**src/verilog/soc_io_config.svh**
```systemverilog
`ifndef SOC_IO_CONFIG_SVH
`define SOC_IO_CONFIG_SVH

// ----------------------------------------
// Device bus
// ----------------------------------------
`define SOC_XLEN          32       // Data and address width

// Top address byte of each device region
`define SOC_REGION_UART   8'hC0
`define SOC_REGION_SPI    8'hC2
`define SOC_REGION_ETH    8'hC3

// ----------------------------------------
// SPI controller and reset
// ----------------------------------------
`define SOC_AXI_AW        7        // AXI-Lite register address width
`define SOC_RST_STRETCH   8        // Extra cycles of core reset

`endif

```
**src/verilog/soc_io_pkg.sv**
```systemverilog
`include "soc_io_config.svh"

package soc_io_pkg;

    // ----------------------------------------
    // Device address, two views of one word
    // ----------------------------------------

    // Region view for the address decoder
    typedef struct packed {
        logic [7:0]             region;   // Top byte selects the device
        logic [`SOC_XLEN-9:0]   offset;   // Offset inside the region
    } dev_region_t;

    // Register view for the AXI-Lite side
    typedef struct packed {
        logic [`SOC_XLEN-`SOC_AXI_AW-1:0] unused;   // Ignored by the SPI core
        logic [`SOC_AXI_AW-1:0]           reg_off;  // AXI address, UART index in 3:2
    } dev_reg_t;

    // Same 32 bits decoded by region or by register
    typedef union packed {
        dev_region_t rgn;
        dev_reg_t    regv;
    } dev_addr_u;

endpackage

```
**src/verilog/axi_rd_master.sv**
```systemverilog
`include "soc_io_config.svh"

module axi_rd_master (
    input  logic                    clk,
    input  logic                    io_rst_i,
    input  logic                    rd_req_i,    // One-cycle SPI read pulse
    input  soc_io_pkg::dev_addr_u   addr_i,
    output logic [`SOC_AXI_AW-1:0]  araddr_o,
    output logic                    arvalid_o,
    input  logic                    arready_i,
    input  logic [`SOC_XLEN-1:0]    rdata_i,
    input  logic                    rvalid_i,
    output logic                    rready_o,
    output logic [`SOC_XLEN-1:0]    rd_word_o,   // Last word seen on rdata
    output logic                    rd_done_o    // Read finished, one cycle
);

    // ----------------------------------------
    // Read address channel
    // ----------------------------------------
    always_ff @(posedge clk)
    begin
        if (io_rst_i)
            arvalid_o <= 1'b0;
        else if (rd_req_i)
            arvalid_o <= 1'b1;
        else if (arready_i)
            arvalid_o <= 1'b0;    // Address accepted
    end

    always_ff @(posedge clk)
    begin
        if (rd_req_i)
            araddr_o <= addr_i.regv.reg_off;   // Held while arvalid waits
    end

    // ----------------------------------------
    // Read data channel
    // ----------------------------------------
    always_ff @(posedge clk)
    begin
        if (io_rst_i)
        begin
            rready_o  <= 1'b0;
            rd_done_o <= 1'b0;
        end
        else
        begin
            rready_o  <= rvalid_i & ~rready_o;   // Pulse once per rvalid
            rd_done_o <= rvalid_i & rready_o;    // One cycle after handshake
        end
    end

    // Capture on every valid beat, last one wins
    always_ff @(posedge clk)
    begin
        if (io_rst_i)
            rd_word_o <= '0;
        else if (rvalid_i)
            rd_word_o <= rdata_i;
    end

endmodule

```
**src/verilog/axi_wr_master.sv**
```systemverilog
`include "soc_io_config.svh"

module axi_wr_master (
    input  logic                    clk,
    input  logic                    io_rst_i,
    input  logic                    wr_req_i,    // One-cycle SPI write pulse
    input  soc_io_pkg::dev_addr_u   addr_i,      // Held by the CPU until ready
    output logic [`SOC_AXI_AW-1:0]  awaddr_o,
    output logic                    awvalid_o,
    input  logic                    awready_i,
    output logic                    wvalid_o,
    input  logic                    wready_i,
    input  logic                    bvalid_i,
    output logic                    bready_o,
    output logic                    wr_done_o    // Write finished, one cycle
);

    // ----------------------------------------
    // Write address channel
    // ----------------------------------------
    always_ff @(posedge clk)
    begin
        if (io_rst_i)
            awvalid_o <= 1'b0;
        else if (wr_req_i)
            awvalid_o <= 1'b1;
        else if (awready_i)
            awvalid_o <= 1'b0;    // Slave took the address
    end

    // Register offset only, no reset on the address
    always_ff @(posedge clk)
    begin
        if (wr_req_i)
            awaddr_o <= addr_i.regv.reg_off;
    end

    // ----------------------------------------
    // Write data channel
    // ----------------------------------------
    // Data and strobes come straight off the CPU bus
    always_ff @(posedge clk)
    begin
        if (io_rst_i)
            wvalid_o <= 1'b0;
        else if (wr_req_i)
            wvalid_o <= 1'b1;
        else if (wready_i)
            wvalid_o <= 1'b0;     // Independent of the address channel
    end

    // ----------------------------------------
    // Write response channel
    // ----------------------------------------
    always_ff @(posedge clk)
    begin
        if (io_rst_i)
        begin
            bready_o  <= 1'b0;
            wr_done_o <= 1'b0;
        end
        else
        begin
            bready_o  <= bvalid_i & ~bready_o;   // Single-cycle acknowledge
            wr_done_o <= bvalid_i & bready_o;    // Completion right after handshake
        end
    end

endmodule

```
**src/verilog/io_bus_decode.sv**
```systemverilog
`include "soc_io_config.svh"

module io_bus_decode (
    input  logic                    dev_strobe_i,
    input  soc_io_pkg::dev_addr_u   dev_addr_i,
    input  logic                    dev_we_i,
    output logic                    spi_wr_req_o,
    output logic                    spi_rd_req_o,
    input  logic                    wr_done_i,
    input  logic                    rd_done_i,
    input  logic [`SOC_XLEN-1:0]    rd_word_i,
    output logic                    uart_en_o,
    output logic [1:0]              uart_idx_o,
    input  logic [`SOC_XLEN-1:0]    uart_dout_i,
    input  logic                    uart_ready_i,
    output logic                    eth_strobe_o,
    input  logic [`SOC_XLEN-1:0]    eth_dout_i,
    input  logic                    eth_ready_i,
    output logic [`SOC_XLEN-1:0]    dev_dout_o,
    output logic                    dev_ready_o
);

    logic uart_sel;
    logic spi_sel;
    logic eth_sel;
    logic spi_ready;

    // Region match on the top address byte
    assign uart_sel = (dev_addr_i.rgn.region == `SOC_REGION_UART);
    assign spi_sel  = (dev_addr_i.rgn.region == `SOC_REGION_SPI);
    assign eth_sel  = (dev_addr_i.rgn.region == `SOC_REGION_ETH);

    // Per-region strobes, same cycle as the CPU strobe
    assign uart_en_o    = dev_strobe_i & uart_sel;
    assign uart_idx_o   = dev_addr_i.regv.reg_off[3:2];   // UART word index
    assign eth_strobe_o = dev_strobe_i & eth_sel;
    assign spi_wr_req_o = dev_strobe_i & spi_sel & dev_we_i;
    assign spi_rd_req_o = dev_strobe_i & spi_sel & ~dev_we_i;

    // Either master finishing readies the SPI region
    assign spi_ready = wr_done_i | rd_done_i;

    // Fixed priority UART, SPI, Ethernet
    always_comb
    begin
        if (uart_sel)
        begin
            dev_dout_o  = uart_dout_i;
            dev_ready_o = uart_ready_i;
        end
        else if (spi_sel)
        begin
            dev_dout_o  = rd_word_i;
            dev_ready_o = spi_ready;
        end
        else if (eth_sel)
        begin
            dev_dout_o  = eth_dout_i;
            dev_ready_o = eth_ready_i;
        end
        else
        begin
            dev_dout_o  = '0;      // Unmapped, CPU waits forever
            dev_ready_o = 1'b0;
        end
    end

endmodule

```
**src/verilog/io_reset_stretch.sv**
```systemverilog
`include "soc_io_config.svh"

module io_reset_stretch (
    input  logic clk,
    input  logic rst,       // Raw reset
    output logic io_rst_o   // Lengthened reset for the I/O logic
);

    logic [7:0] stretch_cnt;   // Cycles of reset still to go

    // Reload while raw reset is high, then drain to zero
    always_ff @(posedge clk)
    begin
        if (rst)
            stretch_cnt <= 8'(`SOC_RST_STRETCH);
        else if (stretch_cnt != 8'd0)
            stretch_cnt <= stretch_cnt - 8'd1;
    end

    // Registered so downstream logic sees a clean level
    always_ff @(posedge clk)
    begin
        if (rst)
            io_rst_o <= 1'b1;
        else
            io_rst_o <= |stretch_cnt;   // Drops one edge after count hits zero
    end

endmodule

```
**src/verilog/soc_io_top.sv**
```systemverilog
`include "soc_io_config.svh"

module soc_io_top (
    input  logic                      clk,
    input  logic                      rst,
    // CPU device bus
    input  logic                      dev_strobe_i,
    input  soc_io_pkg::dev_addr_u     dev_addr_i,
    input  logic                      dev_we_i,
    input  logic [`SOC_XLEN/8-1:0]    dev_be_i,
    input  logic [`SOC_XLEN-1:0]      dev_din_i,
    output logic [`SOC_XLEN-1:0]      dev_dout_o,
    output logic                      dev_ready_o,
    output logic                      io_rst_o,
    // UART core
    output logic                      uart_en_o,
    output logic [1:0]                uart_idx_o,
    input  logic [`SOC_XLEN-1:0]      uart_dout_i,
    input  logic                      uart_ready_i,
    // Ethernet MAC
    output logic                      eth_strobe_o,
    input  logic [`SOC_XLEN-1:0]      eth_dout_i,
    input  logic                      eth_ready_i,
    // AXI-Lite toward the SPI controller
    output logic [`SOC_AXI_AW-1:0]    awaddr_o,
    output logic                      awvalid_o,
    input  logic                      awready_i,
    output logic [`SOC_XLEN-1:0]      wdata_o,
    output logic [`SOC_XLEN/8-1:0]    wstrb_o,
    output logic                      wvalid_o,
    input  logic                      wready_i,
    input  logic                      bvalid_i,
    output logic                      bready_o,
    output logic [`SOC_AXI_AW-1:0]    araddr_o,
    output logic                      arvalid_o,
    input  logic                      arready_i,
    input  logic [`SOC_XLEN-1:0]      rdata_i,
    input  logic                      rvalid_i,
    output logic                      rready_o
);

    logic                 spi_wr_req;
    logic                 spi_rd_req;
    logic                 wr_done;
    logic                 rd_done;
    logic [`SOC_XLEN-1:0] rd_word;

    assign wdata_o = dev_din_i;   // CPU holds these until ready
    assign wstrb_o = dev_be_i;

    io_reset_stretch u_rst (.clk(clk), .rst(rst), .io_rst_o(io_rst_o));

    // ----------------------------------------
    // Address decode and read mux
    // ----------------------------------------
    io_bus_decode u_decode (
        .dev_strobe_i (dev_strobe_i), .dev_addr_i  (dev_addr_i),  .dev_we_i    (dev_we_i),
        .spi_wr_req_o (spi_wr_req),   .spi_rd_req_o(spi_rd_req),
        .wr_done_i    (wr_done),      .rd_done_i   (rd_done),     .rd_word_i   (rd_word),
        .uart_en_o    (uart_en_o),    .uart_idx_o  (uart_idx_o),
        .uart_dout_i  (uart_dout_i),  .uart_ready_i(uart_ready_i),
        .eth_strobe_o (eth_strobe_o), .eth_dout_i  (eth_dout_i),  .eth_ready_i (eth_ready_i),
        .dev_dout_o   (dev_dout_o),   .dev_ready_o (dev_ready_o)
    );

    // ----------------------------------------
    // SPI controller masters, side by side
    // ----------------------------------------
    axi_wr_master u_wr (
        .clk      (clk),       .io_rst_i (io_rst_o),  .wr_req_i (spi_wr_req), .addr_i (dev_addr_i),
        .awaddr_o (awaddr_o),  .awvalid_o(awvalid_o), .awready_i(awready_i),
        .wvalid_o (wvalid_o),  .wready_i (wready_i),
        .bvalid_i (bvalid_i),  .bready_o (bready_o),  .wr_done_o(wr_done)
    );

    axi_rd_master u_rd (
        .clk      (clk),       .io_rst_i (io_rst_o),  .rd_req_i (spi_rd_req), .addr_i (dev_addr_i),
        .araddr_o (araddr_o),  .arvalid_o(arvalid_o), .arready_i(arready_i),
        .rdata_i  (rdata_i),   .rvalid_i (rvalid_i),  .rready_o (rready_o),
        .rd_word_o(rd_word),   .rd_done_o(rd_done)
    );

endmodule
```
**config.mk**
```make
export PLATFORM = sky130hd
export DESIGN_NAME = soc_io_top
export DESIGN_NICKNAME = d
export VERILOG_FILES = /design/src/verilog/soc_io_pkg.sv /design/src/verilog/axi_rd_master.sv /design/src/verilog/axi_wr_master.sv /design/src/verilog/io_bus_decode.sv /design/src/verilog/io_reset_stretch.sv /design/src/verilog/soc_io_top.sv
export VERILOG_INCLUDE_DIRS = /design/src /design/src/verilog
export SDC_FILE = /design/constraint.sdc
export NUM_CORES = 1
export LEC_CHECK = 0
export CORE_AREA = 2 2 105 107
export CTS_CLUSTER_SIZE = 24
export DETAILED_ROUTE_END_ITERATION = 7
export DIE_AREA = 0 0 107 109
export DONT_BUFFER_PORTS = 1
export SYNTH_ARGS = -nofsm -noshare
export SYNTH_HDL_FRONTEND = slang
export SYNTH_SLANG_ARGS = --single-unit
```
**constraint.sdc**
```tcl
create_clock -name clk -period 2.7 [get_ports clk]
set_input_delay 0.27 -clock clk [delete_from_list [all_inputs] [get_ports clk]]
set_output_delay 0.27 -clock clk [all_outputs]
set_load 0.05 [all_outputs]
```
### Word level (Yosys, flattened, before mapping)

Cells that the tools add are included.

| word-level totals | value |
|---|---|
| register bits after elaboration | 62 |
| output and inout port bits | 93 |
| logic and storage cells | 46 |

| cells by class | value |
|---|---|
| $add $sub $neg | 1 |
| eq/ne operators | 3 |
| multiplexer cells | 12 |
| bitwise logic cells | 13 |
| reduce and logical (&&, ||, !) cells | 5 |

Operators by type and width:

| cell | count |
|---|---|
| $mux 32 | 3 |
| $eq 8x8->1 const B | 3 |
| $and 1x1->1 | 9 |
| $mux 1 | 9 |
| $reduce_bool 8->1 | 1 |
| $reduce_or 8->1 | 1 |
| $sub 8x1->8 const B | 1 |
| $reduce_bool 2->1 | 3 |
| $not 1->1 | 3 |
| $or 1x1->1 | 1 |

### Logic depth before layout (Yosys ltp)

| depth | value |
|---|---|
| word-level depth | 4 |
| gate-level depth with buffers | 6 |

### Cells and area by module

Synthesis repeated with hierarchy kept, for this count alone.

| unflattened totals | value |
|---|---|
| cells, all modules | 345 |
| area total of the unflattened synthesis | 3603.5 um2 |

By module, submodules not included:

| module | times used | cells an instance | area each (um2) | sequential area each (um2) |
|---|---|---|---|---|
| axi_rd_master | 1 | 119 | 1471.4 | 910.9 |
| io_bus_decode | 1 | 126 | 1088.5 | 0.0 |
| io_reset_stretch | 1 | 46 | 440.4 | 180.2 |
| axi_wr_master | 1 | 18 | 332.8 | 290.3 |
| soc_io_top | 1 | 36 | 270.3 | 0.0 |

### Least setup slack after synthesis

No wires, ideal clock.

| timing | value |
|---|---|
| kind | in2out |
| from | input port dev_addr_i[24] (netlist name) |
| to | output port dev_ready_o |
| arrival | 1.892 ns |
| data required time | 2.430 ns |
| path slack | 0.538 ns |
| stages on the path | 5 |
| path buffers | 2 |
| cell sequence | buf_1 -> nor2_1 -> clkbuf_1 -> nand2_1 -> a21oi_1 |

| on the way | value |
|---|---|
| cells in the longest elaborated chain, start to end | 4 |

Ends and longest elaborated chain:

| element | RTL line | source |
|---|---|---|
| start, declared | soc_io_top.sv:8 | `input soc_io_pkg::dev_addr_u dev_addr_i,` |
| $eq 8x8->1 (no source line) | - |  |
| $mux 1 | io_bus_decode.sv:56 | `else if (eth_sel)` |
| $mux 1 | io_bus_decode.sv:51 | `else if (spi_sel)` |
| $mux 1 (*) | io_bus_decode.sv:46 | `if (uart_sel)` |
| end, declared | soc_io_top.sv:13 | `output logic dev_ready_o,` |

Mark *: on every way between the ends. The rest lies on a longest branch, timed or not.

### Worst setup path in the final report

| timing | value |
|---|---|
| from | register u_rst.stretch_cnt[0] |
| to | register u_rst.stretch_cnt[3] |

| on the way | value |
|---|---|
| cells in the longest elaborated chain, start to end | 1 |

Ends and longest elaborated chain:

| element | RTL line | source |
|---|---|---|
| start, declared | io_reset_stretch.sv:9 | `logic [7:0] stretch_cnt;` |
| start signal, assigned | io_reset_stretch.sv:15 | `` stretch_cnt <= 8'(`SOC_RST_STRETCH); `` |
| start signal, assigned | io_reset_stretch.sv:17 | `stretch_cnt <= stretch_cnt - 8'd1;` |
| $sub 8x1->8 / $reduce_bool 8->1 (equally long branches) | io_reset_stretch.sv:17, io_reset_stretch.sv:16 |  |

Several ways; a longest one is shown, not always the timed one.
A chain may end at the register's enable or synchronous reset.

==> impl_metrics.ini <==
[sta]
slew_viol_final = 0
setup_viol = 0
period_share_pct = 68.4
fin_ws_ns = 0.854
slew_headroom_pct = 62.0
fin_crit_ns = 1.85
fmax_mhz = 542
setup_tns_ns = 0
max_slew.worst_pin.slew_ns = 0.562
hold_viol_final = 0
rsz0062_at_grt = no
clock-skew-final_ns = 0.00536

[layout]
fin_nets = 525
regArea_mm2 = 0.00138
diodes = 0
multiInputGateArea_mm2 = 0.00156
nFillCells = 1082
layout_commonest_cell = nor2_1
area_growth_pct = 12.3
layout_common_cells = 69 x nor2_1, 47 x dfxtp_1, 42 x buf_4
drive_gt1_share_pct = 27.2

[setup_path]
startpoint_type = flip-flop
setup.worst_path.class = reg2reg
crit_path_start = u_rst.stretch_cnt[0]$_SDFFE_PP0P_
regToRegEndpoint = u_rst.stretch_cnt[3]$_SDFFE_PP1P_
path_max_fanout = 8
crit_end = u_rst.stretch_cnt[3]$_SDFFE_PP1P_
ff2ff_setup_slack_ns = 0.85
critPathArrivalTime_ns = 2.07
r2r_cells = 5
critPathRequiredTime_ns = 2.93
cp-end-kind = flip-flop
r2r_start = u_rst.stretch_cnt[0]$_SDFFE_PP0P_

[synth]
yosysSeqAreaShare_pct = 41.4
syn_nets = 527
synth-edff-count = 14
synth_cell_types = 36
ys.flop_type = dfxtp_1
postSynthAreaPerCell_um2 = 9.53
syn_inst = 350
ys_async_sr_fraction_pct = 0
yosysWarnings = 0
netlist_area_mm2 = 0.00334
synth_seq_cells = 62

[worst_hold_path]
min_path_type = in2reg

[clocking]
ctsResizeCount = 0
clockBufferDepth = 2
clk_pin_slew_worst_paths_ns = 0.07
clk_latency_ns = 0.33
cts.sinks = 62
cts_max_level = 3
cts_tree = built
numCtsBuffers = 9
post_cts_buffers = 0
cts_root_buffer = clkbuf_8

[global_routing]
grt_pass1_vias = 2404
grt_first_pass_wirelength_um = 12300
grt_max_degree = 41
track_usage_pct = 14.1
gr-total-overflow = 0
antenna_found_initial = 0

[power_and_ir_drop]
seqPwrFrac_pct = 46.5
switching_power_mw = 0.661
ir_drop_mv = 0.437
p_sw_share_pct = 27.5
combPwrFrac_pct = 17.2
power_frac_clock_pct = 36.3
internal-power_mw = 1.74
leakage_nw = 1.47
power_density_mw_per_mm2 = 642

[drt]
route.detailed.drc = 0
routedWlPerCell_um = 17.6
vias = 2549
postRouteAntennaNets = 0
viasPerCell = 5.17
drtIter0Drc = 145
dr.pass1.iters = 4
routed_wl_um = 8660

[floorplanning]
die_y_um = 109
die_width_um = 107
row_count = 38
io_pins = 268
dieArea_mm2 = 0.0117
core-area_mm2 = 0.0106
start_util_pct = 31.5

[placed_design]
dp.final_hpwl_um = 6290
place_congestion = 0.747
io_buffer_count = 0
pre_cts_ws_ns = 0.798

[outcome]
status = completed

[flow_run]
maxCapViolCount = 0
-- layout make-up --
class	instances	share of cell area, %
multi-input combinational	219	41.6
sequential	62	36.9
timing repair buffer	50	10.6
tap	140	4.68
clock buffer	9	3.31
clock inverter	7	2.37
inverter	6	0.601
-- worst max-delay path: stages, from the launching register on --
cell and delay [ns]:
dfxtp_1 0.35, inv_1 0.10, ha_1 0.18, or3b_2 0.54
or3_2 0.45, o31a_1 0.11
-- stage by stage --
stage	power (mW)	util, %	cells	area (um^2)	hold WS [ns]
2_1_floorplan	1.63	-	350	3340	0.369
5_1_grt	2.53	35.3	493	3740	0.0306
3_5_place_dp	1.54	32.6	469	3450	0.342
6_report	2.41	35.3	493	3740	0.0510
3_3_place_gp	1.52	32.6	469	3450	0.342
4_1_cts	2.43	34.7	486	3670	0.00305
-- power groups by stage --
stage / combinational (mW) / sequential, mW / clock [mW]
2_1_floorplan: 0.522 / 1.11 / 0
3_3_place_gp: 0.383 / 1.13 / 0
3_5_place_dp: 0.401 / 1.14 / 0
4_1_cts: 0.405 / 1.12 / 0.910
5_1_grt: 0.462 / 1.13 / 0.943
6_report: 0.413 / 1.12 / 0.874
-- routing by layer --
layer  GRT usage [%]  part of all wire [%]  vias up
met3            5.86                   8.8       13
met4            6.59                   1.7        0
li1                -                     -     1190
met2            23.8                    49      143
met5               0                     0        -
met1            15.4                    40     1203
-- repair_timing --
item | CTS | global route
endpoints found under the setup margin | 0 | 0
hold endpoints to repair | 5 | 14
hold buffers | 1 | 7
-- Yosys cell counts, drive strengths merged, types with 2 or more instances --
library cell  number  share of area (%)
nor3               5               0.75
nand2              4               0.45
ha                 2               0.75
nor2b              2               0.38
o21ai              3               0.45
nand2b             4               0.75
o31a               2               0.56
nand3              2               0.30
clkbuf            19                2.2
or4                3               0.68
nor4               3               0.56
dfxtp             48                 29
nor2              70                7.9
mux2              33                 11
and3b              2               0.53
buf               44                9.3
mux2i             32                9.6
a21oi              6               0.90
inv                6               0.68
a22oi             32                7.2
nor3b              4               0.90
edfxtp            14                 13
-- how the worst min path moves through the flow --
| stage | slack [ns] | from | end | cells after the start |
|---|---|---|---|---|
| after CTS | 0.003 | dev_addr_i[6] | u_wr.awaddr_o[6]$_DFFE_PP_ | 0 |
| after global placement | 0.34 | rst | u_rst.stretch_cnt[4]$_SDFFE_PP0P_ | 1 |
| after global routing | 0.03 | rst | u_rst.io_rst_o$_SDFF_PP1_ | 1 |
| final | 0.05 | arready_i | u_rd.arvalid_o$_SDFFE_PP0P_ | 1 |
| after floorplan | 0.37 | dev_addr_i[0] | u_rd.araddr_o[0]$_DFFE_PP_ | 0 |
| after detailed placement | 0.34 | rst | u_rst.stretch_cnt[4]$_SDFFE_PP0P_ | 1 |
-- registers in the layout, summed over array words and instances, names as in the netlist --
signal / cells
u_rd.rd_word_o: 32
u_rst.stretch_cnt: 8
u_rd.araddr_o: 7
u_wr.awaddr_o: 7
u_rd.arvalid_o: 1
u_rd.rd_done_o: 1
u_rd.rready_o: 1
u_rst.io_rst_o: 1
u_wr.awvalid_o: 1
u_wr.bready_o: 1
u_wr.wr_done_o: 1
u_wr.wvalid_o: 1
-- cells by family after synthesis --
kind of cell / synth area share, %
simple gates: 14.3
buf+inv: 12.2
mux: 20.7
flops: 41.4
compound gates: 10.4
fa+ha+maj: 0.750
xor+xnor: 0.263
Power figures use the tool's default switching activity.
